## config.mk

```make
export PLATFORM = sky130hd
export DESIGN_NAME = rvv_alu
export DESIGN_NICKNAME = d
export VERILOG_FILES = /design/src/hdl/rvv_pkg.sv /design/src/hdl/rvv_alu.sv
export SDC_FILE = /design/constraint.sdc
export NUM_CORES = 1
export LEC_CHECK = 0
export ABC_AREA = 1
export BUFFER_PORTS_ARGS = -buffer_cell sky130_fd_sc_hd__buf_2
export CAP_MARGIN = 20
export CORE_MARGIN = 4
export CORE_UTILIZATION = 55
export DETAILED_ROUTE_END_ITERATION = 10
export GPL_ROUTABILITY_DRIVEN = 0
export HOLD_SLACK_MARGIN = 0.1
export PLACE_DENSITY = 0.83
export SLEW_MARGIN = 10
export SYNTH_ARGS = -nofsm -noshare
export SYNTH_HDL_FRONTEND = slang
export SYNTH_SLANG_ARGS = --single-unit
export TNS_END_PERCENT = 50
```

## constraint.sdc

```tcl
create_clock -name clk -period 8.1 [get_ports clk]
set_input_delay 1.62 -clock clk [delete_from_list [all_inputs] [get_ports clk]]
set_output_delay 1.62 -clock clk [all_outputs]
set_load 0.02 [all_outputs]
```

## src/hdl/rvv_pkg.sv

```systemverilog
`default_nettype none

package rvv_pkg;

  // Fixed vector configuration: SEW 8, LMUL 1, vl 16
  localparam int vlen      = 128;
  localparam int sew       = 8;
  localparam int num_elem  = vlen / sew;
  localparam int xlen      = 32;
  localparam int num_vregs = 32;

  typedef logic [vlen-1:0] vreg_t;
  typedef logic [sew-1:0]  elem_t;
  typedef logic [xlen-1:0] xdata_t;
  typedef logic [31:0]     inst_t;
  typedef logic [4:0]      reg_idx_t;
  typedef logic [2:0]      rob_idx_t;

  typedef enum logic [2:0] {
    op_add_vv,
    op_sub_vv,
    op_and_vv,
    op_add_vx,
    op_redsum,
    op_mv_xs
  } alu_op_e;

  // Instruction word plus rs1 value from the scalar core
  typedef struct packed {
    inst_t  inst;
    xdata_t rs1_data;
  } rvv_cmd_t;

  typedef struct packed {
    alu_op_e  op;
    reg_idx_t vd;
    reg_idx_t vs1;
    reg_idx_t vs2;
    xdata_t   scalar;
  } uop_t;

  typedef struct packed {
    alu_op_e  op;
    rob_idx_t rob_idx;
    vreg_t    vs1_data;
    vreg_t    vs2_data;
    xdata_t   scalar;
  } alu_uop_t;

endpackage

`default_nettype wire

```

## src/hdl/rvv_alu.sv

```systemverilog
`timescale 1ns/1ps
`default_nettype none

module rvv_alu
  import rvv_pkg::*;
(
  input  logic     clk,
  input  logic     rst_n,
  input  alu_uop_t rs_data,
  input  logic     rs_empty,
  output logic     rs_pop,
  output logic     wb_valid,
  output rob_idx_t wb_idx,
  output vreg_t    wb_data
);

  vreg_t va;
  vreg_t vb;
  vreg_t add_vv;
  vreg_t sub_vv;
  vreg_t add_vx;
  vreg_t result;
  elem_t red_sum;

  assign rs_pop = !rs_empty;
  assign va     = rs_data.vs1_data;
  assign vb     = rs_data.vs2_data;

  // All lanes wrap modulo 256
  always_comb begin
    red_sum = va[sew-1:0];
    for (int e = 0; e < num_elem; e++) begin
      add_vv[e*sew +: sew] = vb[e*sew +: sew] + va[e*sew +: sew];
      sub_vv[e*sew +: sew] = vb[e*sew +: sew] - va[e*sew +: sew];
      add_vx[e*sew +: sew] = vb[e*sew +: sew] + rs_data.scalar[sew-1:0];
      red_sum              = red_sum + vb[e*sew +: sew];
    end
  end

  always_comb begin
    case (rs_data.op)
      op_add_vv: result = add_vv;
      op_sub_vv: result = sub_vv;
      op_and_vv: result = vb & va;
      op_add_vx: result = add_vx;
      // Sum lands in element 0, rest comes from vs1
      op_redsum: result = {va[vlen-1:sew], red_sum};
      op_mv_xs:  result = {{(vlen-xlen){1'b0}}, {(xlen-sew){vb[sew-1]}}, vb[sew-1:0]};
      default:   result = '0;
    endcase
  end

  always_ff @(posedge clk) begin
    if (!rst_n) begin
      wb_valid <= 1'b0;
    end else begin
      wb_valid <= rs_pop;
    end
  end

  always_ff @(posedge clk) begin
    wb_idx  <= rs_data.rob_idx;
    wb_data <= result;
  end

endmodule

`default_nettype wire

```

==> results.cfg <==
[power_and_ir_drop]
power.total_mw = 4.606
p_per_area_nw_per_um2 = 245.9
leakagePower_nw = 10.08
vdd_drop_max_mv = 0.3262

[setup_path]
crit_top_cell = fa_1
crit_required_ns = 8.39
cp-start-kind = input port
cp.buffers_inverters = 6
cp_max_fo = 3
cp_cell_sequence = buf_2, inv_1, fa_1, inv_1, fa_1, fa_1, fa_1, fa_1, inv_1, fa_1, inv_1, ha_1, inv_1, fa_1, nor2_1, nor2_1, nor2_1, nor2_1, xor2_1, nor2_1, a221oi_1, o211ai_1
crit_type = in2reg
cp.arrival_ns = 6.71
end_kind = register
crit_family = adder cells
cpPeakStageDelay_ns = 0.60
critPathSlowestCell = fa_1

[clock_tree]
cts_inserted_buffers = 17
clkTransAtPathRegs_ns = 0.07
cts_sinks = 132
cts_resized = 0
cts_root_buffer = clkbuf_16
cts_tree = yes
holdBufCountCts = 0
htree_levels = 4
post_cts_buffers = 0
clockBufferDepth = 2

[route]
postRouteWirelength_um = 60160
drtIter0Drc = 2131
dr.pass1.iters = 5
vias = 18256
wl_per_cell_um = 19.34
final_antenna_net_count = 0
drc = 0
vias_per_cell = 5.868

[timing]
setup_tns_ns = 0
finalHoldViolations = 0
fmax_mhz = 155.8
period_share_pct = 79.24
setup_violations = 0
maxSlewHeadroom_pct = 19.33
fin_crit_ns = 6.418
rsz0062_at_grt = no
worstMarginPinSlew_ns = 1.207
slew_viol_final = 0

[yosys]
synth_top_family_by_area = adder cells
synth-simple-area-share_pct = 20.60
synth-seq-area-share_pct = 16.72
synth-adder-area-share_pct = 24.96
syn_area_um2 = 15810
synth_compound_area_share_pct = 21.18
ys_types = 42
synth_xor_area_share_pct = 3.103
synth.area.mux_share_pct = 0
yosys_warnings = 0
synth_cells = 2338
synth_nets = 2888
synth_seq_cells = 132
synth.avg_cell_area_um2 = 6.761

[place]
hpwl_um = 45600
io_buffers = 405

[die]
die_h_um = 177.5
design.core.area_um2 = 28090
dieWidth_um = 177.5
io_pins = 430
start_util_pct = 56.28
fp.dieArea_um2 = 31520
num_rows = 61

[cells_and_area]
n_fill_cell = 2454
syn2layout_area_growth_pct = 18.51
layout-drive-gt1-share_pct = 17.96
final_nets = 3249

[global_routing]
grt_pass1_wl_um = 91580
antenna_found_initial = 17
grt_pass1_vias = 17742
overflow = 0
grt_max_degree = 62
grt_use_total_pct = 37.04

[min_path]
min-delay-path-class = in2reg
min_from = rs_data[290]
whs_path_depth = 1
holdPathEnd = wb_idx[2]

[run_status]
status = finished, final reports clean

[job]
cap_violations = 0
[stage by stage]
step / util [%] / hold WS, ns / area (um2) / instances / worst slack [ns]
2_1_floorplan: - / 1.648 / 15810 / 2338 / 1.783
3_5_place_dp: 64.33 / 1.725 / 18070 / 3058 / 1.258
4_1_cts: 66.51 / 1.277 / 18680 / 3090 / 1.708
5_1_grt: 66.66 / 1.274 / 18720 / 3106 / 1.439
6_report: 66.70 / 1.287 / 18730 / 3111 / 1.682
3_3_place_gp: 64.33 / 1.726 / 18070 / 3058 / 1.362
[layout by cell type (no fill, tap or decap), drive strengths merged, types with 4 or more instances in the layout]
cell and n:
inv 488, xnor2 8, a21oi 216, o21a 15
nand4 4, nor3 32, ha 149, a31oi 40
o21ai 147, o211a 13, buf 414, o221ai 17
diode 21, nand3 146, nand2 429, nor2 118
xor2 48, o22ai 62, or2 28, nand3b 9
clkbuf 19, o211ai 21, dfxtp 132, a22oi 37
fa 104
[per-layer routing]
metal,up-vias,global-route usage (%),share of wire [%]
li1,8412,-,-
met1,8368,46.03,37
met2,1236,58.79,44
met3,238,9.246,12
met4,2,20.79,6.4
met5,-,0,0.023
[report_power, final]
part	leakage (nW)	total, mW	switching [mW]	internal [mW]
logic	8.68	2.94	1.79	1.15
clock network	0.300	0.872	0.388	0.484
registers	1.10	0.790	0.0355	0.754
[cells in the mapped netlist]
cell type	instances	area share (%)
nor2_1	114	2.7
o21ai_0	138	4.4
buf_1	7	0.17
o31ai_1	1	0.048
nor2_4	1	0.071
nand2_1	427	10
buf_4	3	0.14
o221ai_1	17	0.94
clkbuf_1	34	0.81
a21oi_1	216	6.8
dfxtp_1	132	17
o21bai_1	2	0.095
a22oi_1	37	1.8
o21a_1	15	0.71
inv_1	471	11
o211a_1	13	0.82
inv_2	9	0.21
or2_2	23	0.91
nand4_1	4	0.16
nand3b_1	9	0.43
nor3_1	31	0.98
a221oi_1	2	0.11
inv_4	1	0.040
nand3_1	146	4.6
nor2_2	3	0.12
o2111ai_1	2	0.11
nand2_2	1	0.040
a31oi_1	40	1.6
and2_1	1	0.040
xnor2_1	8	0.44
or2_1	5	0.20
nor3b_1	1	0.048
xor2_1	48	2.7
nor3_2	1	0.063
o21ai_1	9	0.28
fa_1	104	13
o22ai_1	62	2.5
nand2_4	1	0.071
o211ai_1	21	1.0
buf_2	28	0.89
a22o_1	1	0.055
ha_1	149	12
[registers in the layout (all words and copies together) (netlist names)]
| register | cells |
|---|---|
| wb_data | 128 |
| wb_idx | 3 |
| wb_valid | 1 |
[how the worst max path moves through the flow]
| stage | depth (start not counted) | slack (ns) | start | to |
|---|---|---|---|---|
| final | 22 | 1.68 | rs_data[42] | wb_data[6] |
| after global routing | 22 | 1.44 | rs_data[42] | wb_data[6] |
| after CTS | 22 | 1.71 | rs_data[42] | wb_data[6] |
| after detailed placement | 22 | 1.26 | rs_data[42] | wb_data[6] |
| after global placement | 22 | 1.36 | rs_data[42] | wb_data[6] |
| after floorplan | 21 | 1.78 | rs_data[42] | wb_data[6] |
[cells by family after synthesis]
| group | count (synthesis) |
|---|---|
| AOI/OAI and AO/OA | 576 |
| xor gates and xnor gates | 56 |
| adders and majority gates | 253 |
| buffers and inverters | 553 |
| DFF | 132 |
| and+or+nand+nor | 768 |
[cell type report]
cell class | instances | area [um2] | share of cell area, %
Tap cell | 378 | 473.0 | 2.525
Multi-Input combinational cell | 1653 | 11050 | 58.97
Sequential cell | 132 | 2643 | 14.11
Antenna cell | 21 | 52.55 | 0.2805
Inverter | 481 | 1810 | 9.664
Clock inverter | 13 | 160.2 | 0.8549
Timing Repair Buffer | 414 | 2095 | 11.18
Clock buffer | 19 | 452.9 | 2.418
Power figures use the tool's default switching activity.
