File: src/hdl/rvv_multi_fifo.sv
`timescale 1ns/1ps
`default_nettype none

module rvv_multi_fifo #(
  parameter type t     = logic [7:0],
  parameter int  m     = 1,
  parameter int  n     = 1,
  parameter int  depth = 4
) (
  input  logic         clk,
  input  logic         rst_n,
  input  logic [m-1:0] push,
  input  t     [m-1:0] datain,
  input  logic [n-1:0] pop,
  output t     [n-1:0] dataout,
  output logic         full,
  output logic         almost_full,
  output logic         empty,
  output logic         almost_empty
);

  // Depth is a power of two so the pointers wrap on their own
  localparam int aw = $clog2(depth);
  localparam int cw = $clog2(depth + 1);

  t              mem [depth];
  logic [aw-1:0] wptr;
  logic [aw-1:0] rptr;
  logic [cw-1:0] cnt;
  logic [cw-1:0] push_num;
  logic [cw-1:0] pop_num;

  // Ports are used as a contiguous group from port 0
  always_comb begin
    push_num = '0;
    for (int i = 0; i < m; i++) begin
      push_num = push_num + cw'(push[i]);
    end
  end

  always_comb begin
    pop_num = '0;
    for (int i = 0; i < n; i++) begin
      pop_num = pop_num + cw'(pop[i]);
    end
  end

  always_ff @(posedge clk) begin
    for (int i = 0; i < m; i++) begin
      if (push[i]) begin
        mem[wptr + aw'(i)] <= datain[i];
      end
    end
  end

  always_ff @(posedge clk) begin
    if (!rst_n) begin
      wptr <= '0;
      rptr <= '0;
      cnt  <= '0;
    end else begin
      wptr <= wptr + aw'(push_num);
      rptr <= rptr + aw'(pop_num);
      cnt  <= cnt + push_num - pop_num;
    end
  end

  // Read ports look ahead from the read pointer
  always_comb begin
    for (int i = 0; i < n; i++) begin
      dataout[i] = mem[rptr + aw'(i)];
    end
  end

  assign full         = (cnt == cw'(depth));
  assign empty        = (cnt == '0);
  // Not enough room or entries to serve every port
  assign almost_full  = ((cw'(depth) - cnt) < cw'(m));
  assign almost_empty = (cnt < cw'(n));

endmodule

`default_nettype wire

File: config.mk
export PLATFORM = sky130hd
export DESIGN_NAME = rvv_multi_fifo
export DESIGN_NICKNAME = d
export VERILOG_FILES = /design/src/hdl/rvv_multi_fifo.sv
export SDC_FILE = /design/constraint.sdc
export NUM_CORES = 1
export LEC_CHECK = 0
export ABC_AREA = 0
export BUFFER_PORTS_ARGS = -buffer_cell sky130_fd_sc_hd__buf_4
export CAP_MARGIN = 40
export CORE_AREA = 10 10 63 65
export DETAILED_ROUTE_END_ITERATION = 8
export DIE_AREA = 0 0 73 75
export GPL_TIMING_DRIVEN = 0
export PLACE_DENSITY = 0.8
export SLEW_MARGIN = 20
export SYNTH_ARGS = -nofsm -noshare
export SYNTH_HDL_FRONTEND = slang
export SYNTH_SLANG_ARGS = --single-unit
File: constraint.sdc
create_clock -name clk -period 2.79 [get_ports clk]
set_input_delay 0.558 -clock clk [delete_from_list [all_inputs] [get_ports clk]]
set_output_delay 0.558 -clock clk [all_outputs]
set_load 0.03 [all_outputs]
==> results by group, run 1 <==
Outcome
  – Status: completed

Yosys
  – Mapped Cells: 81
  – Post-synthesis register bit count: 39
  – Net Count, Synth: 103
  – Avg Cell Area, Syn: 19.31 um2
  – Register area share after synthesis: 70.40%
  – Synthesized area: 1564 um2
  – Synth unique cells: 17
  – Synthesis warning total: 0

Floorplanning
  – Initial Utilization: 57.71%
  – IO Pins: 24
  – Core ar.: 2710 um2
  – Die Y: 75 um
  – Die Span X: 73 um
  – Die area: 5475 um2
  – Row count: 19

GRT
  – Vias in the first global route: roughly 800
  – Grt ovf: 0
  – Largest net degree at the start of global routing: 12
  – Global-route usage over all layers: 10.06%
  – Initial antenna violation count: 0
  – First-pass GRT wire length: 4008 um

Timing
  – Period minus WS final: between 2000 and 2500 ps
  – TNS Setup: 0 ps
  – Max frequency: 460.0 MHz
  – Relative slew slack: 54.81%
  – Final setup margin: 615.9 ps
  – Fin. Hold Viols: 0
  – RSZ-0062 raised after global routing: no
  – Final slew viol count: 0
  – Final worst-path cycle share: 77.92%
  – Final setup violation count: 0
  – Worst Skew: 10.52 ps
  – Worst-margin pin slew: 674.8 ps

Finish
  – Final Cell Area: about 1800 um2
  – Antenna cells: 0
  – Share of cells above drive strength 1: ~36%
  – Finished Layout Cells: ~140
  – Nets@finish: between 100 and 150
  – Area growth syn-to-layout: 17.52%

Critical path
  – Cell depth of the worst flop-to-flop path: 7
  – Max Fanout on Critical Path: 3
  – Worst EP required: between 2000 and 2500 ps
  – CP Buf/Inv Count: 2
  – Critical path depth: 5
  – CP arrival: around 1600 ps
  – Max incr delay on CP: 370 ps
  – CP top delay family: adder cells
  – Most frequent CP cell: ha_1
  – Crit-path cells: inv_1, ha_1, ha_1, nor3b_1, buf_4
  – Crit end category: output port
  – Crit path kind: flop to output port
  – Highest-delay cell along the critical path: dfxtp_1
  – Critical Path Start Type: flop

Pwr
  – P per Cell Area: between 700 and 800 nW/um2
  – Lkg Pwr: 0.0007075 uW
  – Max VDD drop: 0.4861 mV

Drt
  – Via density: between 5 and 6
  – Initial DRC Count: 22
  – Detailed Route WL: ~2500 um
  – Routed Antenna Nets: 0
  – DRC Markers: 0
  – 1st-pass router iterations: 4
  – Wire length per cell: 17.67 um
  – Vias post-DR: 768

Placed design
  – Port Buf Inserts: 23
  – RePlAce Congestion: roughly 0.69
  – Cells after DPL: between 100 and 150
  – HPWL Detailed: 1857 um
  – DP Worst Slack: 854.7 ps
  – Area after DPL: 1780 um2

CTS
  – Maximum buffer depth of the clock tree: 2
  – Hold buffers post-CTS: 0
  – CTS tree: yes
  – Clock transition at path regs: 110 ps
  – Post-CTS Setup Bufs: 0
  – Clock sinks: 39
  – CTS buffer count: 5
  – Clk root buf: clkbuf_4
  – H-tree levels: 2
  – CTS resizes: 0
  – Worst-skew pair later-pin latency: between 300 and 400 ps

Hold path
  – Hold depth: 1
  – Worst min path class: primary input to flop

Flow run
  – Max-cap violations: 0
==> Yosys cell counts (all sizes together) <==
cell type | n | area (um2)
edfxtp | 32 | 960.9
ha | 9 | 112.6
mux4 | 8 | 180.2
and2 | 7 | 43.79
dfxtp | 7 | 140.1
inv | 5 | 18.77
buf | 2 | 16.26
nor3b | 2 | 15.01
xor2 | 2 | 17.52
a21boi | 1 | 7.510
and3 | 1 | 6.260
and3b | 1 | 8.760
fa | 1 | 20.02
nand2 | 1 | 3.750
nor2 | 1 | 3.750
xnor2 | 1 | 8.760
==> registers in the layout, indices dropped and copies added (netlist names) <==
signal	cells
rptr	2
cnt	3
mem	32
wptr	2
==> worst reg2reg max path, stage by stage, from the launching register on <==
cell,delay [ps]
dfxtp_1,370
inv_1,70
ha_1,270
inv_1,40
ha_1,180
fa_1,380
xnor2_1,130
and2_1,150
==> cell type report <==
type                       count  area [um2]
tap                           31       38.79
clock inverter                 1       5.005
multi-input combinational     35       432.9
fill                         194       872.1
buffer                         2       16.27
clock buffer                   7       45.04
sequential                    39        1101
inverter                       5       18.77
timing repair buffer          24       180.2
==> cell usage in the layout (no fill, tap or decap) <==
master	instances
buf_2	1
nor3b_2	1
xnor2_1	1
edfxtp_1	32
xor2_1	2
dfxtp_1	7
mux4_2	8
buf_6	1
and3_1	1
and2_1	7
nor3b_1	1
buf_4	24
and3b_1	1
ha_1	9
nand2_1	1
clkbuf_1	2
a21boi_0	1
clkbuf_4	5
clkinv_2	1
nor2_1	1
inv_1	5
fa_1	1
==> power by group <==
group	internal, uW	switching (uW)
Sequential	670	14.7
Combinational	150	194
Clock	98.3	165
==> final timing paths <==
kind,from,end,slack [ps]
hold reg to reg,rptr[0],rptr[0],640
hold / removal,datain[1],mem[2][1],420
setup reg to reg,cnt[0],cnt[2],1100
setup / recovery,cnt[0],almost_full,620
==> cells by family (layout without fill, tap and decap cells) <==
logic type / count (synthesis) / in the layout / synth area share (%)
xor gates and xnor gates: 3 / 3 / 1.680
buffers and inverters: 7 / 39 / 2.240
DFF: 39 / 39 / 70.40
and+or+nand+nor: 13 / 13 / 5.199
adders and majority gates: 10 / 10 / 8.480
muxes: 8 / 8 / 11.52
AOI/OAI and AO/OA: 1 / 1 / 0.4802
==> through the flow <==
stage	hold WS, ps	util (%)	total power, uW
floorplan	567.5	-	930.9
global placement	578.2	65.51	1034
detailed placement	626.2	65.70	1050
CTS	404.6	67.54	1311
global route	388.5	67.82	1362
finish	420.1	67.82	1291
==> routing by layer <==
metal | part of all wire [%] | GRT usage [%]
met1 | 40 | 11.25
met4 | 1.0 | 3.797
met2 | 54 | 16.24
met3 | 4.9 | 4.993
met5 | 0 | 0
Note: power is estimated with default switching activity, not from simulation.
==> inputs of run 2 (changes only) <==
CORE_AREA = 10 10 68 70   (was 10 10 63 65)
DIE_AREA = 0 0 78 80   (was 0 0 73 75)
PLACE_DENSITY = 0.71   (was 0.8)
clock period = 1.8 ns   (was 2.79 ns; I/O delays follow)
==> results by group, run 2 (same netlist as run 1, synthesis figures left out) <==
Outcome
  – Status: complete, but fails checks
  – Failing checks: setup timing

Timing
  – Relative slew slack: 50.15% (-4.7 points)
  – Fin. Hold Viols: 0 (unchanged)
  – WHS: 213.4 ps (-206.7 ps)
  – Final setup violation count: 9 (+9)
  – TNS Setup: -643.8 ps (-643.8 ps)
  – Final slew viol count: 0 (unchanged)
  – Worst Skew: 11.46 ps (+0.9330 ps)
  – Worst-margin pin slew: 744.4 ps (+69.61 ps)
  – Period minus WS final: 1885 ps
  – Max frequency: 530.4 MHz
  – RSZ-0062 raised after global routing: yes
  – Final worst-path cycle share: 104.7%
  – Final setup margin: -85.20 ps (-701.1 ps)

Placed design
  – DP Worst Slack: 48.51 ps (-806.2 ps)
  – Cells after DPL: 150 (+11%)
  – Port Buf Inserts: 23 (unchanged)
  – HPWL Detailed: 1859 um (+0.11%)
  – RePlAce Congestion: 0.6448 (-5.9%)
  – Area after DPL: 1804 um2 (+1.3%)

CTS
  – Hold buffers post-CTS: 0 (unchanged)
  – CTS buffer count: 5 (unchanged)
  – Clk root buf: clkbuf_4
  – Clock sinks: 39 (unchanged)
  – Clock transition at path regs: 120 ps (about the same)
  – Maximum buffer depth of the clock tree: 2 (unchanged)
  – CTS tree: yes
  – Worst-skew pair later-pin latency: 340 ps (about the same)
  – H-tree levels: 2 (unchanged)

GRT
  – Initial antenna violation count: 0 (unchanged)
  – Grt ovf: 0 (unchanged)
  – Global-route usage over all layers: 9.074% (-0.99 points)
  – Largest net degree at the start of global routing: 13 (+1)
  – First-pass GRT wire length: 4236 um (+5.7%)
  – Vias in the first global route: 909 (+14%)

Floorplanning
  – Die Y: 80 um (+6.7%)
  – Initial Utilization: 47.62% (-10 points)
  – Row count: 21 (+2)
  – Die area: 6240 um2 (+14%)
  – IO Pins: 24 (unchanged)
  – Core ar.: 3284 um2 (+21%)
  – Die Span X: 78 um (+6.8%)

Drt
  – DRC Markers: 0 (unchanged)
  – Vias post-DR: 793 (+3.3%)
  – Wire length per cell: 16.60 um (-6.1%)
  – 1st-pass router iterations: 3 (-1)
  – Via density: 4.835 (-9.3%)
  – Detailed Route WL: 2722 um (+7.0%)
  – Routed Antenna Nets: 0 (unchanged)
  – Initial DRC Count: 45 (+100%)

Critical path
  – Crit end category: output port
  – Crit path kind: flop to output port
  – Max Fanout on Critical Path: 8 (+5)
  – CP arrival: 1530 ps (-90 ps)
  – Critical Path Start Type: flop
  – Worst EP required: 1440 ps (-790 ps)

Pwr
  – P per Cell Area: 1160 nW/um2 (+65%)
  – Max VDD drop: 0.7245 mV (+49%)
  – Lkg Pwr: 0.0007669 uW (+8.4%)

Finish
  – Area growth syn-to-layout: 28.80%
  – Finished Layout Cells: 164 (+14%)
  – Antenna cells: 0 (unchanged)
  – Largest registers: mem: 32 flops, cnt: 3 flops
  – Final Cell Area: 2014 um2 (+9.6%)
  – Most frequent cells in the layout: 32 x edfxtp_1, 21 x buf_4, 8 x mux4_2, 8 x buf_6, 7 x and2_1
  – Most common cell after layout, fill and taps aside: edfxtp_1
  – Share of cells above drive strength 1: 50.00% (+14 points)
  – Most flops, register: mem
  – Max reg flops: 32 (unchanged)
  – Nets@finish: 139 (+3.7%)

Hold path
  – Worst min path class: primary input to flop

Flow run
  – Max-cap violations: 0 (unchanged)
[run 2: changes by cell type in the layout (fill, tap and decap cells not counted), moves of 2 or more]
cell | before | now
buf_4 | 24 | 21
dfxtp_2 | 0 | 3
ha_4 | 0 | 2
inv_1 | 5 | 3
buf_6 | 1 | 8
clkbuf_1 | 2 | 0
dfxtp_1 | 7 | 4
ha_1 | 9 | 6
[run 2: area by class of cell]
type | instances | area, um2
Fill cell | 247 | 1270
Clock buffer | 6 | 51.30
Tap cell | 46 | 57.56
Inverter | 5 | 21.27
Buffer | 2 | 25.02
Sequential cell | 39 | 1105
Timing Repair Buffer | 29 | 247.7
Multi-Input combinational cell | 35 | 471.7
Clock inverter | 2 | 35.03
[run 2: power by group]
group | internal [uW] | switching [uW] | leakage [uW] | total (uW)
sequential | 1040 | 26.9 | 0.000353 | 1070
combinational | 320 | 346 | 0.000366 | 666
clock | 328 | 274 | 0.0000482 | 603
total | 1690 | 647 | 0.000767 | 2340
[run 2: worst paths after layout]
| path | from | endpoint | slack [ps] | cells past startpoint |
|---|---|---|---|---|
| setup reg to reg | cnt[0] | cnt[2] | 70 | 8 |
| hold / removal | datain[5] | mem[3][5] | 210 | 1 |
| setup / recovery | rptr[0] | dataout[5] | -90 | 3 |
| hold reg to reg | wptr[1] | wptr[1] | 650 | 2 |
[run 2: metal layers]
layer / wire length, um / up-vias / global-route usage [%]
met3: 99 / 4 / 3.266
met1: 1117 / 395 / 9.313
met5: 0 / - / 0
met4: 38 / 0 / 4.301
li1: - / 377 / -
met2: 1466 / 17 / 16.17
[run 2: metrics by stage]
step	total power [uW]	utilization, %
after floorplan	1450	-
after global placement	1613	54.78
after detailed placement	1642	54.93
after CTS	2342	60.84
after global routing	2444	61.33
final	2336	61.33
[run 2: critical path: stages (launching register included)]
cell,delay (ps)
dfxtp_2,370
buf_12,140
mux4_2,510
buf_6,160
[run 2: timing repair]
action,in CTS,in global routing
gates resized for setup,19,4
buffers inserted,5,0
endpoints found under the setup margin,9,11
pin swaps,2,1
