`config.mk`:
```
export PLATFORM = sky130hd
export DESIGN_NAME = rvv_dispatch_flat
export DESIGN_NICKNAME = d
export VERILOG_FILES = /design/src/hdl/rvv_pkg.sv /design/src/hdl/rvv_alloc_if.sv /design/src/hdl/rvv_dispatch.sv /design/src/flat_wrapper.sv
export SDC_FILE = /design/constraint.sdc
export NUM_CORES = 1
export LEC_CHECK = 0
export BUFFER_PORTS_ARGS = -buffer_cell sky130_fd_sc_hd__buf_4
export CORE_AREA = 2 2 253 255
export DETAILED_ROUTE_END_ITERATION = 12
export DIE_AREA = 0 0 255 257
export GPL_ROUTABILITY_DRIVEN = 0
export GPL_TIMING_DRIVEN = 0
export SLEW_MARGIN = 20
export SYNTH_ARGS = -nofsm -noshare
export SYNTH_HDL_FRONTEND = slang
export SYNTH_SLANG_ARGS = --single-unit
export TNS_END_PERCENT = 5
```
`constraint.sdc`:
```
create_clock -name clk -period 45 [get_ports clk]
set_input_delay 0 -clock clk [delete_from_list [all_inputs] [get_ports clk]]
set_output_delay 0 -clock clk [all_outputs]
set_load 0.005 [all_outputs]
```
`src/hdl/rvv_pkg.sv`:
```
`default_nettype none

package rvv_pkg;

  // Fixed vector configuration: SEW 8, LMUL 1, vl 16
  localparam int vlen      = 128;
  localparam int sew       = 8;
  localparam int num_elem  = vlen / sew;
  localparam int xlen      = 32;
  localparam int num_vregs = 32;

  typedef logic [vlen-1:0] vreg_t;
  typedef logic [sew-1:0]  elem_t;
  typedef logic [xlen-1:0] xdata_t;
  typedef logic [31:0]     inst_t;
  typedef logic [4:0]      reg_idx_t;
  typedef logic [2:0]      rob_idx_t;

  typedef enum logic [2:0] {
    op_add_vv,
    op_sub_vv,
    op_and_vv,
    op_add_vx,
    op_redsum,
    op_mv_xs
  } alu_op_e;

  // Instruction word plus rs1 value from the scalar core
  typedef struct packed {
    inst_t  inst;
    xdata_t rs1_data;
  } rvv_cmd_t;

  typedef struct packed {
    alu_op_e  op;
    reg_idx_t vd;
    reg_idx_t vs1;
    reg_idx_t vs2;
    xdata_t   scalar;
  } uop_t;

  typedef struct packed {
    alu_op_e  op;
    rob_idx_t rob_idx;
    vreg_t    vs1_data;
    vreg_t    vs2_data;
    xdata_t   scalar;
  } alu_uop_t;

endpackage

`default_nettype wire

```
`src/hdl/rvv_alloc_if.sv`:
```
`timescale 1ns/1ps
`default_nettype none

interface rvv_alloc_if
  import rvv_pkg::*;
();
  logic     alloc_valid;
  reg_idx_t alloc_dest;
  logic     alloc_to_xrf;
  // Ready means the ROB has a free entry at the tail
  logic     alloc_ready;
  rob_idx_t alloc_idx;

  modport dispatch (
    output alloc_valid,
    output alloc_dest,
    output alloc_to_xrf,
    input  alloc_ready,
    input  alloc_idx
  );

  modport rob (
    input  alloc_valid,
    input  alloc_dest,
    input  alloc_to_xrf,
    output alloc_ready,
    output alloc_idx
  );
endinterface

`default_nettype wire

```
`src/hdl/rvv_dispatch.sv`:
```
`timescale 1ns/1ps
`default_nettype none

module rvv_dispatch
  import rvv_pkg::*;
(
  input  logic                 clk,
  input  logic                 rst_n,
  input  uop_t                 uop,
  input  logic                 uq_empty,
  output logic                 uq_pop,
  input  logic [num_vregs-1:0] busy_vregs,
  output reg_idx_t [1:0]       vrf_rd_idx,
  input  vreg_t    [1:0]       vrf_rd_data,
  input  logic                 rs_full,
  output logic                 rs_push,
  output alu_uop_t             rs_data,
  rvv_alloc_if.dispatch        alloc
);

  logic uses_vs1;
  logic src_busy;
  logic out_valid;
  logic out_free;
  logic issue;

  // vadd.vx and vmv.x.s read no vector through the vs1 field
  assign uses_vs1 = (uop.op != op_add_vx) && (uop.op != op_mv_xs);
  assign src_busy = busy_vregs[uop.vs2] || (uses_vs1 && busy_vregs[uop.vs1]);

  assign vrf_rd_idx[0] = uop.vs1;
  assign vrf_rd_idx[1] = uop.vs2;

  // Skid register in front of the RS
  assign rs_push  = out_valid && !rs_full;
  assign out_free = !out_valid || rs_push;

  assign alloc.alloc_valid  = !uq_empty && !src_busy && out_free;
  assign alloc.alloc_dest   = uop.vd;
  assign alloc.alloc_to_xrf = (uop.op == op_mv_xs);

  assign issue  = alloc.alloc_valid && alloc.alloc_ready;
  assign uq_pop = issue;

  always_ff @(posedge clk) begin
    if (!rst_n) begin
      out_valid <= 1'b0;
    end else if (issue) begin
      out_valid <= 1'b1;
    end else if (rs_push) begin
      out_valid <= 1'b0;
    end
  end

  // Operands are captured together with the ROB tail index
  always_ff @(posedge clk) begin
    if (issue) begin
      rs_data.op       <= uop.op;
      rs_data.rob_idx  <= alloc.alloc_idx;
      rs_data.vs1_data <= vrf_rd_data[0];
      rs_data.vs2_data <= vrf_rd_data[1];
      rs_data.scalar   <= uop.scalar;
    end
  end

endmodule

`default_nettype wire

```
`src/flat_wrapper.sv`:
```
// flat-port wrapper written by rule: the top's interface ports become plain ports
module rvv_dispatch_flat import rvv_pkg::*;
  (clk, rst_n, uop, uq_empty, uq_pop, busy_vregs, vrf_rd_idx, vrf_rd_data, rs_full, rs_push, rs_data, alloc_alloc_valid, alloc_alloc_dest, alloc_alloc_to_xrf, alloc_alloc_ready, alloc_alloc_idx);
  rvv_alloc_if alloc_i ();
  input  logic clk;
  input  logic rst_n;
  input  uop_t uop;
  input  logic uq_empty;
  output logic uq_pop;
  input  logic [num_vregs-1:0] busy_vregs;
  output reg_idx_t [1:0] vrf_rd_idx;
  input  vreg_t    [1:0] vrf_rd_data;
  input  logic rs_full;
  output logic rs_push;
  output alu_uop_t rs_data;
  output wire logic [$bits(alloc_i.alloc_valid)-1:0] alloc_alloc_valid;
  output wire logic [$bits(alloc_i.alloc_dest)-1:0] alloc_alloc_dest;
  output wire logic [$bits(alloc_i.alloc_to_xrf)-1:0] alloc_alloc_to_xrf;
  input wire logic [$bits(alloc_i.alloc_ready)-1:0] alloc_alloc_ready;
  input wire logic [$bits(alloc_i.alloc_idx)-1:0] alloc_alloc_idx;
  assign alloc_alloc_valid = alloc_i.alloc_valid;
  assign alloc_alloc_dest = alloc_i.alloc_dest;
  assign alloc_alloc_to_xrf = alloc_i.alloc_to_xrf;
  assign alloc_i.alloc_ready = alloc_alloc_ready;
  assign alloc_i.alloc_idx = alloc_alloc_idx;
  rvv_dispatch u_core (.clk(clk), .rst_n(rst_n), .uop(uop), .uq_empty(uq_empty), .uq_pop(uq_pop), .busy_vregs(busy_vregs), .vrf_rd_idx(vrf_rd_idx), .vrf_rd_data(vrf_rd_data), .rs_full(rs_full), .rs_push(rs_push), .rs_data(rs_data), .alloc(alloc_i));
endmodule
```
==> results of run 1 <==
[worst paths after layout]
path | endpoint | slack, ns | depth (start not counted)
hold reg to reg | u_core.rs_data[266] | 0.93 | 4
hold / removal | u_core.rs_data[266] | 0.12 | 5
setup reg to reg | u_core.rs_data[277] | 42.37 | 10
setup / recovery | u_core.rs_data[277] | 41.72 | 14
[worst register-to-register path: cells and delay by family, from the launching register on]
kind / cells / cell delay (ns)
AND/OR/NAND/NOR: 3 / 0.56
buffers and inverters: 7 / 1.45
flip-flops: 1 / 0.32
[report_power, final]
part	internal (W)	leakage (nW)	switching, W	total [W]
logic	0.0000528	4.89	0.0000285	0.0000812
clock network	0.000145	0.498	0.000116	0.000261
registers	0.000315	2.69	0.00000316	0.000318
[stage by stage]
| step | hold slack (ns) | total power (W) | util [%] | area, sq um |
|---|---|---|---|---|
| 2_1_floorplan | 0.0302 | 0.000342 | - | 9660 |
| 3_3_place_gp | 0.169 | 0.000389 | 24.9 | 15600 |
| 3_5_place_dp | 0.167 | 0.000383 | 25.3 | 15900 |
| 4_1_cts | 0.0749 | 0.000672 | 31.7 | 19900 |
| 5_1_grt | 0.106 | 0.000688 | 31.8 | 19900 |
| 6_report | 0.120 | 0.000661 | 31.8 | 19900 |
[kinds of logic after synthesis]
family          share of synthesized area [%]
xor+xnor                               0.0906
flops                                    91.6
compound gates                           1.37
simple gates                             1.53
mux                                      3.83
buf+inv                                  1.62
[cell type report]
type | instances | area (sq um) | share of cell area (%)
clock inverter | 20 | 149 | 0.747
antenna | 6 | 15.0 | 0.0753
multi-input combinational | 70 | 668 | 3.35
sequential | 295 | 8850 | 44.4
timing repair buffer | 974 | 8130 | 40.8
buffer | 20 | 149 | 0.747
tap | 846 | 1060 | 5.31
inverter | 2 | 7.51 | 0.0377
clock buffer | 42 | 902 | 4.53
[sequential cells by signal, summed over array words and instances (netlist names)]
| register | count |
|---|---|
| u_core.rs_data | 294 |
| u_core.out_valid | 1 |
[cells in the final DEF, fill, tap and decap left out, types with 3 or more instances in the layout]
cell type | synthesis | routed
clkinvlp_4 | 0 | 4
buf_6 | 2 | 19
a21oi_1 | 3 | 3
diode_2 | 0 | 6
a22oi_1 | 4 | 4
clkbuf_16 | 0 | 35
buf_4 | 15 | 672
clkbuf_1 | 1 | 8
nor2b_1 | 3 | 3
mux4_1 | 3 | 3
clkinv_2 | 0 | 4
nand3_1 | 7 | 7
mux2i_1 | 19 | 19
nand2_1 | 9 | 9
dlygate4sd3_1 | 0 | 299
clkinv_1 | 0 | 7
mux4_2 | 4 | 4
edfxtp_1 | 294 | 294
[layer usage]
| layer | vias to the layer above | track usage (%) |
|---|---|---|
| met5 | - | 0 |
| li1 | 3590 | - |
| met3 | 87 | 4.85 |
| met4 | 4 | 5.39 |
| met2 | 471 | 21.1 |
| met1 | 3800 | 10.6 |
==> metrics.cfg, run 1 <==
[synthesis]
synthesis.nets=733
synth_common_cells=edfxtp_1 (294), mux2i_1 (19), buf_4 (15), nand2_1 (9), nand3_1 (7)
syn_area_per_cell_sq_um=25.0
synthArstFlopShare_pct=0
syn_inst=387
synth_area_leaders=edfxtp_1 (91%), mux2i_1 (2.0%), buf_4 (1.2%)
ys_seq_elements=295
synth-edff-count=294
ys_types=30
netlist.area_leader.share_pct=91.4
yosysSeqAreaShare_pct=91.6
ys.flop_type=edfxtp_1
ys_warn_count=0
synth_most_common_cell=edfxtp_1
yosys.area.top_type=edfxtp_1
synth.cell_area_sq_um=9660

[timing]
rsz0062_at_grt=false
relSlewSlack_pct=61.1
fin_crit_sh_pct=7.29
hold_viol=0
period_minus_slack_ns=3.28
final.setup.tns_ns=0
clock-skew-final_ns=0.0152
fmax_mhz=305
slew_viol_final=0
tightest_slew_ns=0.583
setup_ws_ns=41.72
setup_viol_count_final=0

[hold_path]
hp-start=uq_empty
hold_path.class=in2reg

[floorplanning]
dieArea_sq_um=65500
ios=659
row_count=92
die_w_microns=255
core-area_sq_um=62700
start_util_pct=15.4
die_h_microns=257

[detailed_routing]
wl_microns=40000
avgViaCountPerCell=3.50
routed.top_layer=met5
route.met3.wl_microns=4250
num_vias=7952
wl_per_cell_microns=17.6
wl_met1_microns=13300
drc=0
drtIter0Drc=331
first_pass_iters=5
wl_met2_microns=20800
antenna_left=0

[power_and_ir_drop]
vdd_drop_max_mv=0.0306
p_per_area_nw_per_um2=33.1
p_leak_nw=8.08

[global_route]
grt_overflow=0
grt_first_pass_wirelength_microns=54900
grt_antenna_before_repair=11
grt_util_all_layers_pct=11.4
grt_pass1_vias=9051
grt_max_degree=15

[setup_path]
crit_start=uop[32]
critPathMostFrequentCell=buf_6
crit_path_top_delay_cell=clkbuf_1
crit_required_ns=45.24
max_stage_delay_ns=0.44
path_class=in2reg
cp-end-kind=flop
worst-path-buf-inv=9
cp.arrival_ns=3.52
start_kind=input pin
timing.rr.start=u_core.out_valid
cp_cell_sequence=clkbuf_1, buf_2, mux2i_1, nand2_1, a31oi_1, nand2_1, nor4b_4, buf_6, buf_6, buf_6, buf_6, buf_4, buf_4, buf_6
cp_max_fo=14
path_delay_family=buffers and inverters

[placement]
dpl.cell_count=1908
dp_hpwl_microns=29500
dp_worst_setup_slack_ns=40.85
portBuffers=649

[cts]
cts_buffers=35
clk_latency_ns=0.54
cts-root-buf=clkbuf_16
path_clk_slew_ns=0.06
cts_tree=done
holdBufCountCts=299
htreeDepth=2
clk_path_buf_depth=3
cts_resized=0
cts_setup_buffers=0
clkSinkCount=295

[finish]
drive_gt1_share_pct=52.8
syn_to_final_growth_pct=106
stdcell_count=2275
n_fill_cell=6066
fin_nets=1744

[status]
status=completed

[run]
cap_violations=0

Power figures use the tool's default switching activity.
==> run 2: changes to the inputs <==
- ABC_AREA: unset -> 1
- CORE_AREA: 2 2 253 255 -> 2 2 257 259
- DIE_AREA: 0 0 255 257 -> 0 0 259 261
- clock period: 45 -> 2.7 ns (I/O delays scaled with it)
==> run 2 against run 1 <==
  * Largest power group unchanged
  * Critical path type is now reg2reg
  * Sequential share of layout area shrank 0.51 points
  * Critical endpoint is now u_core.rs_data[287]
  * Combinational power grew to 19 times the previous value
  * Area after synthesis grew 1.3%
==> metrics.cfg, run 2 <==
[setup_path]
cp_cell_sequence=a21oi_1, nand2_1, nor2_4, nand3_2, clkinvlp_4, buf_12, buf_16, buf_12, buf_12
cp.arrival_ns=2.73
crit_required_ns=2.93
worst-path-buf-inv=5
path_class=reg2reg
crit_path_top_delay_cell=dfxtp_1
critPathMostFrequentCell=buf_12
start_kind=flop
cp-end-kind=flop
cp_max_fo=38
rr_worst_depth=9
path_delay_family=buffers and inverters
reg2reg_slack_ns=0.20
rr_endpoint=u_core.rs_data[287]
timing.rr.start=u_core.out_valid
max_stage_delay_ns=0.34

[synthesis]
synth.cell_area_sq_um=9790
ys_seq_elements=295
yosysSeqAreaShare_pct=90.4
synthArstFlopShare_pct=0
netlist.area_leader.share_pct=90.2
syn_inst=494
ys_types=19
synthesis.nets=840
syn_area_per_cell_sq_um=19.8
synth_most_common_cell=edfxtp_1
synth-edff-count=294
ys.flop_type=edfxtp_1
ys_warn_count=0
yosys.area.top_type=edfxtp_1
synth_area_leaders=edfxtp_1 (90%), nand2_1 (3.1%), nand3_1 (2.1%)
synth_common_cells=edfxtp_1 (294), nand2_1 (80), nand3_1 (41), inv_1 (26), buf_4 (15)

[cts]
cts-root-buf=clkbuf_16
path_clk_slew_ns=0.06
cts_resized=0
clk_latency_ns=0.54
cts_buffers=37
cts_tree=done
clkSinkCount=295
htreeDepth=2
clk_path_buf_depth=3

[global_route]
grt_overflow=0
met1_usage_pct=12.2
met3_usage_pct=5.35
grt_max_degree=40
grt_first_pass_wirelength_microns=57000
grt.busiest_layer=met2
grt_pass1_vias=9047
grt_util_all_layers_pct=11.5
use_met2_pct=19.7
grt_antenna_before_repair=4

[detailed_routing]
wl_per_cell_microns=17.7
wl_microns=42200
drtIter0Drc=572
first_pass_iters=7
avgViaCountPerCell=3.54
drc=0
antenna_left=0
num_vias=8435

[hold_path]
hold_path.class=in2reg
hp-start=alloc_alloc_ready
hold_depth=4
hold_path_end=u_core.rs_data[32]

[floorplanning]
start_util_pct=15.0
die_w_microns=259
dieArea_sq_um=67600
die_h_microns=261
core-area_sq_um=65000
ios=659
row_count=94

[power_and_ir_drop]
p_leak_nw=8.30
vdd_drop_max_mv=0.446
finalPower_w=0.0119
p_per_area_nw_per_um2=592

[timing]
slew_viol_final=0
hold_viol=0
clock-skew-final_ns=0.00971
period_minus_slack_ns=2.50
setup_viol_count_final=0
relSlewSlack_pct=54.2
rsz0062_at_grt=false
tightest_slew_ns=0.683
fmax_mhz=400
final.setup.tns_ns=0
fin_crit_sh_pct=92.5

[finish]
syn_to_final_growth_pct=106
top_register=u_core.rs_data
n_fill_cell=6322
largest_reg_flops=294
layout_commonest_cell=buf_4
drive_gt1_share_pct=49.7
top_regs=u_core.rs_data x294, u_core.out_valid x1
stdcell_area_sq_um=20200
final_cell_mix=buf_4 (669), dlygate4sd3_1 (296), edfxtp_1 (294), nand2_1 (79), nand3_1 (40)
fin_util_pct=31.0
fin_nets=1838

[status]
status=completed

[placement]
portBuffers=650
dp_hpwl_microns=30800
placed_area_sq_um=16000

[run]
cap_violations=0

## run 2: cell types whose count changed after synthesis, sizes merged, moves of 4 or more
cell	change
nor2b	-4
mux2i	-19
a22oi	-4
mux4	-7
nand3	+35
nand2	+71
nor2	+12
o21ai	+6
inv	+27
## run 2: final cells by class
cell class / instances / area, sq um / share of cell area [%]
tap: 864 / 1080 / 5.36
buffer: 22 / 204 / 1.01
sequential: 295 / 8850 / 43.9
clock buffer: 39 / 933 / 4.63
clock inverter: 26 / 251 / 1.25
timing repair buffer: 958 / 8060 / 40.0
multi-input combinational: 148 / 652 / 3.23
antenna: 2 / 5.00 / 0.0248
inverter: 29 / 120 / 0.596
timing repair inverter: 1 / 5.00 / 0.0248
## run 2: power breakdown
| group | total, W | switching, W | internal, W |
|---|---|---|---|
| Combinational | 0.00158 | 0.000586 | 0.000990 |
| Sequential | 0.00545 | 0.0000969 | 0.00535 |
| Clock | 0.00491 | 0.00208 | 0.00283 |
## run 2: per-layer routing
layer | wire length, microns | vias up
met2 | 20700 | 507
met3 | 5010 | 93
li1 | - | 3828
met1 | 14900 | 4003
met4 | 1560 | 4
met5 | 27 | -
## run 2: cells by family after synthesis
logic type	Yosys count	share of synthesized area, %
compound gates	12	0.652
buf+inv	51	3.00
flops	295	90.4
simple gates	136	5.93
## run 2: what timing repair did
item	4_1_cts	5_1_grt
hold buffers	296	0
endpoints found under the setup margin	64	38
hold endpoints to repair	295	0
pin swaps	0	0
setup buffers	0	3
gates cloned	1	0
## run 2: per-stage QoR
stage | setup slack [ns] | cells | hold slack, ns
6_report | 0.202 | 2384 | 0.101
3_3_place_gp | -5.09 | 2008 | 0.167
2_1_floorplan | -2.92 | 494 | 0.0311
5_1_grt | 0.153 | 2384 | 0.0988
3_5_place_dp | -0.217 | 2017 | 0.167
4_1_cts | 0.0193 | 2379 | 0.120
## run 2: worst min-delay path: cells and delay by family
kind / cells / cell delay, ns
buf+inv: 3 / 0.37
simple gates: 1 / 0.15
## run 2: worst max path at each step
stage | startpoint | depth (start not counted) | end
floorplan | uop[32] | 13 | u_core.rs_data[0]
global placement | uop[38] | 11 | u_core.rs_data[289]
detailed placement | uop[32] | 17 | u_core.rs_data[100]
CTS | u_core.out_valid | 9 | u_core.rs_data[100]
global route | u_core.out_valid | 9 | u_core.rs_data[100]
finish | u_core.out_valid | 9 | u_core.rs_data[287]
