==> src/hdl/rvv_pkg.sv <==
`default_nettype none

package rvv_pkg;

  // Fixed vector configuration: SEW 8, LMUL 1, vl 16
  localparam int vlen      = 128;
  localparam int sew       = 8;
  localparam int num_elem  = vlen / sew;
  localparam int xlen      = 32;
  localparam int num_vregs = 32;

  typedef logic [vlen-1:0] vreg_t;
  typedef logic [sew-1:0]  elem_t;
  typedef logic [xlen-1:0] xdata_t;
  typedef logic [31:0]     inst_t;
  typedef logic [4:0]      reg_idx_t;
  typedef logic [2:0]      rob_idx_t;

  typedef enum logic [2:0] {
    op_add_vv,
    op_sub_vv,
    op_and_vv,
    op_add_vx,
    op_redsum,
    op_mv_xs
  } alu_op_e;

  // Instruction word plus rs1 value from the scalar core
  typedef struct packed {
    inst_t  inst;
    xdata_t rs1_data;
  } rvv_cmd_t;

  typedef struct packed {
    alu_op_e  op;
    reg_idx_t vd;
    reg_idx_t vs1;
    reg_idx_t vs2;
    xdata_t   scalar;
  } uop_t;

  typedef struct packed {
    alu_op_e  op;
    rob_idx_t rob_idx;
    vreg_t    vs1_data;
    vreg_t    vs2_data;
    xdata_t   scalar;
  } alu_uop_t;

endpackage

`default_nettype wire

==> src/hdl/rvv_alloc_if.sv <==
`timescale 1ns/1ps
`default_nettype none

interface rvv_alloc_if
  import rvv_pkg::*;
();
  logic     alloc_valid;
  reg_idx_t alloc_dest;
  logic     alloc_to_xrf;
  // Ready means the ROB has a free entry at the tail
  logic     alloc_ready;
  rob_idx_t alloc_idx;

  modport dispatch (
    output alloc_valid,
    output alloc_dest,
    output alloc_to_xrf,
    input  alloc_ready,
    input  alloc_idx
  );

  modport rob (
    input  alloc_valid,
    input  alloc_dest,
    input  alloc_to_xrf,
    output alloc_ready,
    output alloc_idx
  );
endinterface

`default_nettype wire

==> src/hdl/rvv_rob.sv <==
`timescale 1ns/1ps
`default_nettype none

module rvv_rob
  import rvv_pkg::*;
#(
  parameter int depth = 8
) (
  input  logic                 clk,
  input  logic                 rst_n,
  rvv_alloc_if.rob             alloc,
  input  logic                 wb_valid,
  input  rob_idx_t             wb_idx,
  input  vreg_t                wb_data,
  output logic [num_vregs-1:0] busy_vregs,
  output logic                 vrf_wr_valid,
  output reg_idx_t             vrf_wr_idx,
  output vreg_t                vrf_wr_data,
  output logic                 rt_xrf_valid,
  output reg_idx_t             rt_xrf_rd,
  output xdata_t               rt_xrf_data,
  input  logic                 rt_xrf_ready
);

  logic [depth-1:0] ent_valid;
  logic [depth-1:0] ent_done;
  logic [depth-1:0] ent_to_xrf;
  reg_idx_t         ent_dest [depth];
  vreg_t            ent_data [depth];
  rob_idx_t         head;
  rob_idx_t         tail;
  logic             head_done;
  logic             alloc_fire;
  logic             retire;

  function automatic rob_idx_t ptr_inc(rob_idx_t p);
    return (p == rob_idx_t'(depth - 1)) ? '0 : p + 1'b1;
  endfunction

  // Tail entry still in use means the ring is full
  assign alloc.alloc_ready = !ent_valid[tail];
  assign alloc.alloc_idx   = tail;
  assign alloc_fire        = alloc.alloc_valid && alloc.alloc_ready;

  assign head_done    = ent_valid[head] && ent_done[head];
  assign vrf_wr_valid = head_done && !ent_to_xrf[head];
  assign vrf_wr_idx   = ent_dest[head];
  assign vrf_wr_data  = ent_data[head];
  // Head holds until the scalar side takes it
  assign rt_xrf_valid = head_done && ent_to_xrf[head];
  assign rt_xrf_rd    = ent_dest[head];
  assign rt_xrf_data  = ent_data[head][xlen-1:0];
  assign retire       = vrf_wr_valid || (rt_xrf_valid && rt_xrf_ready);

  always_ff @(posedge clk) begin
    if (!rst_n) begin
      ent_valid <= '0;
      ent_done  <= '0;
      head      <= '0;
      tail      <= '0;
    end else begin
      if (alloc_fire) begin
        ent_valid[tail] <= 1'b1;
        ent_done[tail]  <= 1'b0;
        tail            <= ptr_inc(tail);
      end
      if (wb_valid) begin
        ent_done[wb_idx] <= 1'b1;
      end
      if (retire) begin
        ent_valid[head] <= 1'b0;
        head            <= ptr_inc(head);
      end
    end
  end

  always_ff @(posedge clk) begin
    if (alloc_fire) begin
      ent_dest[tail]   <= alloc.alloc_dest;
      ent_to_xrf[tail] <= alloc.alloc_to_xrf;
    end
    if (wb_valid) begin
      ent_data[wb_idx] <= wb_data;
    end
  end

  // Vector destinations still waiting to be written back
  always_comb begin
    busy_vregs = '0;
    for (int i = 0; i < depth; i++) begin
      if (ent_valid[i] && !ent_to_xrf[i]) begin
        busy_vregs[ent_dest[i]] = 1'b1;
      end
    end
  end

endmodule

`default_nettype wire

==> src/flat_wrapper.sv <==
// flat-port wrapper written by rule: the top's interface ports become plain ports
module rvv_rob_flat import rvv_pkg::*;
#(
  parameter int depth = 8
)
  (clk, rst_n, wb_valid, wb_idx, wb_data, busy_vregs, vrf_wr_valid, vrf_wr_idx, vrf_wr_data, rt_xrf_valid, rt_xrf_rd, rt_xrf_data, rt_xrf_ready, alloc_alloc_valid, alloc_alloc_dest, alloc_alloc_to_xrf, alloc_alloc_ready, alloc_alloc_idx);
  rvv_alloc_if alloc_i ();
  input  logic clk;
  input  logic rst_n;
  input  logic wb_valid;
  input  rob_idx_t wb_idx;
  input  vreg_t wb_data;
  output logic [num_vregs-1:0] busy_vregs;
  output logic vrf_wr_valid;
  output reg_idx_t vrf_wr_idx;
  output vreg_t vrf_wr_data;
  output logic rt_xrf_valid;
  output reg_idx_t rt_xrf_rd;
  output xdata_t rt_xrf_data;
  input  logic rt_xrf_ready;
  input wire logic [$bits(alloc_i.alloc_valid)-1:0] alloc_alloc_valid;
  input wire logic [$bits(alloc_i.alloc_dest)-1:0] alloc_alloc_dest;
  input wire logic [$bits(alloc_i.alloc_to_xrf)-1:0] alloc_alloc_to_xrf;
  output wire logic [$bits(alloc_i.alloc_ready)-1:0] alloc_alloc_ready;
  output wire logic [$bits(alloc_i.alloc_idx)-1:0] alloc_alloc_idx;
  assign alloc_i.alloc_valid = alloc_alloc_valid;
  assign alloc_i.alloc_dest = alloc_alloc_dest;
  assign alloc_i.alloc_to_xrf = alloc_alloc_to_xrf;
  assign alloc_alloc_ready = alloc_i.alloc_ready;
  assign alloc_alloc_idx = alloc_i.alloc_idx;
  rvv_rob #(.depth(depth)) u_core (.clk(clk), .rst_n(rst_n), .alloc(alloc_i), .wb_valid(wb_valid), .wb_idx(wb_idx), .wb_data(wb_data), .busy_vregs(busy_vregs), .vrf_wr_valid(vrf_wr_valid), .vrf_wr_idx(vrf_wr_idx), .vrf_wr_data(vrf_wr_data), .rt_xrf_valid(rt_xrf_valid), .rt_xrf_rd(rt_xrf_rd), .rt_xrf_data(rt_xrf_data), .rt_xrf_ready(rt_xrf_ready));
endmodule
==> config.mk <==
export PLATFORM = sky130hd
export DESIGN_NAME = rvv_rob_flat
export DESIGN_NICKNAME = d
export VERILOG_FILES = /design/src/hdl/rvv_pkg.sv /design/src/hdl/rvv_alloc_if.sv /design/src/hdl/rvv_rob.sv /design/src/flat_wrapper.sv
export SDC_FILE = /design/constraint.sdc
export NUM_CORES = 1
export LEC_CHECK = 0
export BUFFER_PORTS_ARGS = -buffer_cell sky130_fd_sc_hd__buf_4
export CAP_MARGIN = 20
export CORE_MARGIN = 2
export CORE_UTILIZATION = 37
export DETAILED_ROUTE_END_ITERATION = 12
export PLACE_DENSITY_LB_ADDON = 0.05
export RECOVER_POWER = 100
export SLEW_MARGIN = 30
export SYNTH_ARGS = -nofsm -noshare
export SYNTH_HDL_FRONTEND = slang
export SYNTH_SLANG_ARGS = --single-unit
==> constraint.sdc <==
create_clock -name clk -period 36.4 [get_ports clk]
set_clock_uncertainty 0.15 [all_clocks]
set_input_delay 5.46 -clock clk [delete_from_list [all_inputs] [get_ports clk]]
set_output_delay 5.46 -clock clk [all_outputs]
set_load 0.005 [all_outputs]
==> results.md, run 1 <==
- Design Area, Final: 50900 sq um
- Via count: 22300
- DR WL/cell: around 28 um
- Worst-path fanout max: 96
- Nature of the critical path startpoint: flip-flop
- CP arrival: 13.52 ns
- Seq/Total Area, Yosys: 74.7%
- Max-slew violation count: 1292
- Crit path kind: flip-flop to output pin
- Final worst path period share: 52.5%
- Clk_lat worst skew: 0.70 ns
- Tot GR Track Use: 18.8%
- H-Tree Depth: 3
- GR peak layer: met2
- Req. time, crit path: 30.79 ns
- Antenna violations before repair: 16
- Minimum clock period: 19.13 ns
- DIE AREA: between 100000 and 150000 sq um
- CTS root buffer: clkbuf_16
- CP dominant cell by count: clkbuf_1
- Warnings from Yosys: 0
- Clk network pwr share: 43.3%
- NumNets Final: 2598
- Share of layout cells above drive strength 1: 26.9%
- Switching portion of total power: about 20%
- Synth top area share: 73.6%
- M1 GR Usage: 24.2%
- Post-synth EDFFs: between 1000 and 1500
- Final setup viols: 0
- Power Density: ~53 nW/um^2
- Sequential Power Share: 53.4%
- 1st-pass router iterations: 6
- Initial Utilization: ~37%
- Max-cap violations: 31
- I/O Buffers: 349
- CP max stage cell: clkbuf_1
- CTS tree: yes
- FP Rows: between 100 and 150
- Sw Pwr: 0.000555 W
- DP HPWL: 65.7 mm
- DRT iter0 DRCs: between 1500 and 2000
- Max Fclk: between 50 and 60 MHz
- Clk sinks: approximately 1100
- Number of global-route vias before repair: 23900
- Syn nets: 2242
- Worst-margin pin slew: around 8.3 ns
- Relative slew slack: -455%
- Clock buffer depth: 3
- Filler cells: about 10000
- Synth Register Bits: 1097
- Top-count cell post-synth: edfxtp_1
- Post-route setup TNS: 0 ns
- Synth Instances: about 2100
- Syn avg cell area: 20.9 sq um
- P&R area growth vs syn: 16.2%
- Comb pwr share: 3.3%
- Cell Area, Synth: 43800 sq um
- Cts repair resizes: 0
- RD Place Congestion: 0.928
- Leak: 15.4 nW
- Wirelength, routed: 114 mm
- Vert. Die Dim: 348 um
- Gr ovfl total: 0
- Met3 usage: 4.50%
- Total setup buffers inserted after CTS: 0
- Ports: 350
- Netlist cell types: 46
- Final hold slack: about 0.43 ns
- Inserted Clock Buffers: 120
- Maximum VDD drop: 0.0000373 V
- Core ar.: 118000 sq um
- CP max stage delay: 5.99 ns
- Top FF cell, synth: edfxtp_1
- Die width: 348 um
- Detailed-route DRC error count: 0
- Violated checks: capacitance limit, slew limit
- Via/cell ratio: around 5.4
- Cell taking the most area after synthesis: edfxtp_1
- RSZ-0062 raised after global routing: no
- Post-CTS Hold Buffers: 0
- Clock-pin slew on the worst setup and hold paths: about 0.05 ns
- Final hold violation count: 0
- HP Class: flip-flop to flip-flop
- Placed Area: 48100 sq um
- M2 GR Usage: between 30% and 40%
- CP Cell Sequence: clkbuf_1 -> clkbuf_1 -> mux4_2 -> mux2_1 -> clkbuf_4
- Top cells by count, synth: 1072 x edfxtp_1, 268 x mux4_2, 133 x mux2_2
- Synth area leaders: edfxtp_1 74%, mux4_2 14%, mux2_2 3.4%, o22ai_1 1.4%, dfxtp_1 1.1%
- Post-synth ARST share: 0%
- DRT antenna net count: 0
- Pin count of the biggest net entering global routing: 108
- P_int: approximately 0.0022 W
- Status: complete, but fails checks
- Crit end category: output pin
- First-pass GRT wire length: 167 mm
cell type report:
cell class / count / area [sq um] / area share, %
clock buffer: 146 / 3160 / 6.22
inverter: 18 / 67.6 / 0.133
sequential: 1097 / 32700 / 64.3
tap: 1536 / 1920 / 3.78
timing repair buffer: 389 / 2130 / 4.19
antenna: 1 / 2.50 / 0.00492
clock inverter: 78 / 668 / 1.31
multi-input combinational: 826 / 10200 / 20.1
cell usage in the layout (no fill, tap or decap), types with 10 or more instances in the layout:
cell / instances
a22oi_1: 24
and2_1: 10
buf_4: 55
bufinv_16: 10
clkbuf_1: 252
clkbuf_16: 123
clkbuf_4: 100
clkinv_1: 38
clkinv_2: 20
dfxtp_1: 23
edfxtp_1: 1072
inv_1: 18
mux2_1: 47
mux2_2: 86
mux4_2: 268
nand2_1: 32
nand2b_1: 17
nand3_1: 12
nand3b_1: 31
nor2_1: 33
nor2b_1: 19
nor3_1: 21
nor3b_1: 16
o21ai_0: 10
o22ai_1: 96
or4_1: 24
stage by stage:
stage / std cells / utilization [%] / total power [W] / worst slack (ns)
global route: 4091 / 43.2 / 0.00280 / 14.84
detailed placement: 3865 / 40.9 / 0.00157 / 26.92
floorplan: 2096 / - / 0.00151 / 21.12
global placement: 3860 / 40.7 / 0.00157 / 26.75
CTS: 4089 / 44.1 / 0.00275 / 26.26
finish: 4091 / 43.2 / 0.00271 / 17.27
worst max-delay path, delay by kind of cell (launching register included):
kind                   cells  cell delay [ns]
buffers and inverters      3             9.04
DFF                        1             2.17
muxes                      2             1.42
state kept, by name, summed over array words and instances (netlist names), named ones only:
name,flops
u_core.alloc.alloc_idx,3
u_core.ent_data,1024
u_core.ent_dest,40
u_core.head,3
u_core.ent_to_xrf,8
u_core.ent_valid,8
u_core.ent_done,8
cell families (layout without fill, tap and decap cells):
kind of cell | after synthesis | in the layout | synth area share (%)
flip-flops | 1097 | 1097 | 74.7
multiplexers | 409 | 409 | 17.4
AND/OR/NAND/NOR | 253 | 253 | 3.42
buffers and inverters | 173 | 631 | 1.92
AO/OA/AOI/OAI | 160 | 160 | 2.39
adder cells (fa/ha/maj) | 4 | 4 | 0.114
other | 0 | 1 | 0
power groups by stage:
stage          Clock, W  Sequential (W)  Combinational (W)
3_3_place_gp          0         0.00147          0.0000993
5_1_grt         0.00126         0.00145          0.0000976
2_1_floorplan         0         0.00147          0.0000459
4_1_cts         0.00121         0.00144           0.000102
3_5_place_dp          0         0.00147           0.000102
6_report        0.00117         0.00145          0.0000886
metal layers:
layer,vias to the layer above,share of wire [%]
met5,-,0.14
met4,24,1.9
met1,11800,41
li1,9505,-
met2,736,50
met3,186,6.4
final timing paths:
| kind | slack (ns) | cells past startpoint | startpoint | endpoint |
|---|---|---|---|---|
| max | 17.27 | 5 | flip-flop | rt_xrf_rd[2] |
| min | 0.43 | 2 | u_core.ent_done[6] | u_core.ent_done[6] |
| max reg2reg | 33.66 | 5 | u_core.head[2] | flip-flop |
| min reg2reg | 0.43 | 2 | u_core.ent_done[6] | u_core.ent_done[6] |
No activity file was read; power rests on OpenSTA's default activity.
==> run 2, diff against run 1 <==
--- a/config.mk
+++ b/config.mk
@@ -5,6 +5,7 @@
 export SDC_FILE = /design/constraint.sdc
 export NUM_CORES = 1
 export LEC_CHECK = 0
+export ABC_AREA = 1
 export BUFFER_PORTS_ARGS = -buffer_cell sky130_fd_sc_hd__buf_4
 export CAP_MARGIN = 20
 export CORE_MARGIN = 2
==> constraint.sdc (replaced) <==
create_clock -name clk -period 16.1 [get_ports clk]
set_clock_uncertainty 0.15 [all_clocks]
set_input_delay 2.415 -clock clk [delete_from_list [all_inputs] [get_ports clk]]
set_output_delay 2.415 -clock clk [all_outputs]
set_load 0.005 [all_outputs]
==> results.md, run 2 <==
- Status: complete, but fails checks
- Violated checks: capacitance limit, slew limit
- Detailed-route DRC error count: 0
- Syn avg cell area: 12.0 sq um
- Ports: 350
- Synth top area share: a little under three quarters
- Pin count of the biggest net entering global routing: between 200 and 250
- Worst-path fanout max: 110
- Crit end category: flip-flop
- Clk_lat worst skew: ~0.7 ns
- Maximum VDD drop: 0.0000826 V
- Die width: roughly 350 um
- RSZ-0062 raised after global routing: no
- Max-slew violation count: around 1100
- First-pass GRT wire length: 190 mm
- Top reg by flops: u_core.ent_data
- Warnings from Yosys: 0
- Worst hold start: u_core.ent_done[4]
- Final hold violation count: 0
- Max reg flops: 1024
- Filler cells: 11400
- DRT iter0 DRCs: 2688
- Metal2 WL: 60.3 mm
- Antenna violations before repair: 23
- Post-Route Utilization: approximately 43%
- Via count: 30000
- Crit path launch: wb_valid
- Req. time, crit path: ~16 ns
- Top cells by count, synth: 1072 x edfxtp_1, 647 x nor2_1, 493 x nand2_1
- Core ar.: about 120000 sq um
- Final worst path period share: roughly two thirds
- Nature of the critical path startpoint: input port
- DRT antenna net count: 0
- Tot GR Track Use: between 20 and 25%
- I/O Buffers: 349
- Clk sinks: about 1100
- Seq/Total Area, Yosys: 72.6%
- Final setup viols: 0
- Clock-pin slew on the worst setup and hold paths: 0.06 ns
- WL met3: 7.90 mm
- DIE AREA: roughly 120000 sq um
- Power Density: 118 nW/um^2
- H-Tree Depth: 3
- Post-route setup TNS: 0 ns
- Top FF cell, synth: edfxtp_1
- Number of global-route vias before repair: slightly below 30000
- Commonest non-fill, non-tap cell in the layout: edfxtp_1
- Inserted Clock Buffers: 118
- Max-cap violations: 24
- Most frequent cells in the layout: 1072 x edfxtp_1, 646 x nor2_1, 494 x nand2_1, 446 x o21ai_0, 305 x o22ai_1
- FP Rows: roughly 130
- Clock buffer depth: 3
- Crit path kind: input port to flip-flop
- P&R area growth vs syn: 15.0%
- Synth Register Bits: 1097
- Gr ovfl total: 0
- DP HPWL: 69.4 mm
- CTS tree: yes
- Synth Instances: 3751
- Cts repair resizes: 0
- DR WL/cell: 22.6 um
- Routed length on met1: 57.8 mm
- 1st-pass router iterations: 6
- Via/cell ratio: 5.25
- R2R Path Start: u_core.head[0]
- Vert. Die Dim: 353 um
- Worst-margin pin slew: 9.29 ns
- Minimum clock period: 10.80 ns
- Initial Utilization: 37.4%
- Max Fclk: around 93 MHz
- Wirelength, routed: 129 mm
- Cell Area, Synth: 45000 sq um
- Share of layout cells above drive strength 1: about a tenth
- Netlist cell types: 45
- Post-synth ARST share: 0%
- HP Class: flip-flop to flip-flop
- Relative slew slack: -519%
- Synth area leaders: edfxtp_1 71%, nor2_1 5.4%, o22ai_1 4.2%, nand2_1 4.1%, o21ai_0 3.8%
- Syn nets: 3897
- Leak: 17.8 nW
- Cell taking the most area after synthesis: edfxtp_1
- Post-CTS Hold Buffers: 0
- RD Place Congestion: 0.948
- Total setup buffers inserted after CTS: 0
- Highest Signal Layer: met5
- Top-count cell post-synth: edfxtp_1
- NumNets Final: 4151
- CTS root buffer: clkbuf_16
- Largest regs: u_core.ent_data (1024), u_core.ent_dest (40)
- CP arrival: 10.67 ns
- Post-synth EDFFs: 1072
run 2: cell types whose count changed after synthesis, sizes merged, moves of 133 or more:
| cell | previous run | this run |
|---|---|---|
| mux2 | 133 | 0 |
| mux4 | 268 | 0 |
| nand2 | 33 | 505 |
| nor2 | 34 | 658 |
| o21ai | 10 | 543 |
| o22ai | 96 | 305 |
run 2: area by class of cell:
class | count | area [sq um] | share of cell area, %
clock inverter | 48 | 364 | 0.703
tap | 1612 | 2020 | 3.89
timing repair buffer | 386 | 2340 | 4.52
sequential | 1097 | 32700 | 63.1
multi-input combinational | 2264 | 10600 | 20.4
clock buffer | 164 | 3230 | 6.23
inverter | 138 | 556 | 1.07
antenna | 5 | 12.5 | 0.0242
run 2: metal layers:
| layer | up-vias | GRT usage [%] |
|---|---|---|
| li1 | 14100 | - |
| met1 | 14800 | 27.6 |
| met2 | 810 | 32.6 |
| met3 | 211 | 4.13 |
| met4 | 24 | 4.96 |
| met5 | - | 0 |
run 2: where the power goes:
group          internal (W)  switching, W  leakage, nW
clock               0.00147       0.00109         1.75
combinational     0.0000887      0.000200         6.15
sequential          0.00324     0.0000290         9.94
run 2: final timing paths:
| kind | cells after the start | to | slack [ns] |
|---|---|---|---|
| setup reg to reg | 11 | flip-flop | 12.61 |
| hold reg to reg | 2 | u_core.ent_done[4] | 0.31 |
| setup / recovery | 6 | u_core.ent_data[6][17] | 5.30 |
| hold / removal | 2 | u_core.ent_done[4] | 0.31 |
run 2: cell families (layout without fill, tap and decap cells):
| logic type | Yosys count | count (layout) | synth area share (%) |
|---|---|---|---|
| other | 0 | 5 | 0 |
| AOI/OAI and AO/OA | 940 | 940 | 11.5 |
| adders and majority gates | 4 | 4 | 0.111 |
| DFF | 1097 | 1097 | 72.6 |
| buffers and inverters | 390 | 736 | 3.90 |
| and+or+nand+nor | 1320 | 1320 | 11.8 |
run 2: metrics by stage:
stage                     hold WS, ns  instance area [sq um]  total power [W]  cells  setup WS (ns)
after detailed placement        0.306                  48900          0.00364   5495           9.57
after global placement          0.300                  48900          0.00364   5493           9.63
final                           0.310                  51800          0.00612   5714           5.30
after floorplan                 0.291                  45000          0.00347   3751           7.37
after global routing            0.342                  51800          0.00634   5711           4.51
after CTS                       0.314                  52500          0.00621   5707           8.78
run 2: worst max-delay path, stage by stage:
cell,delay [ns]
buf_4,0.08
inv_1,0.03
nor2_1,0.08
inv_1,0.08
nor2_1,1.62
clkbuf_1,6.19
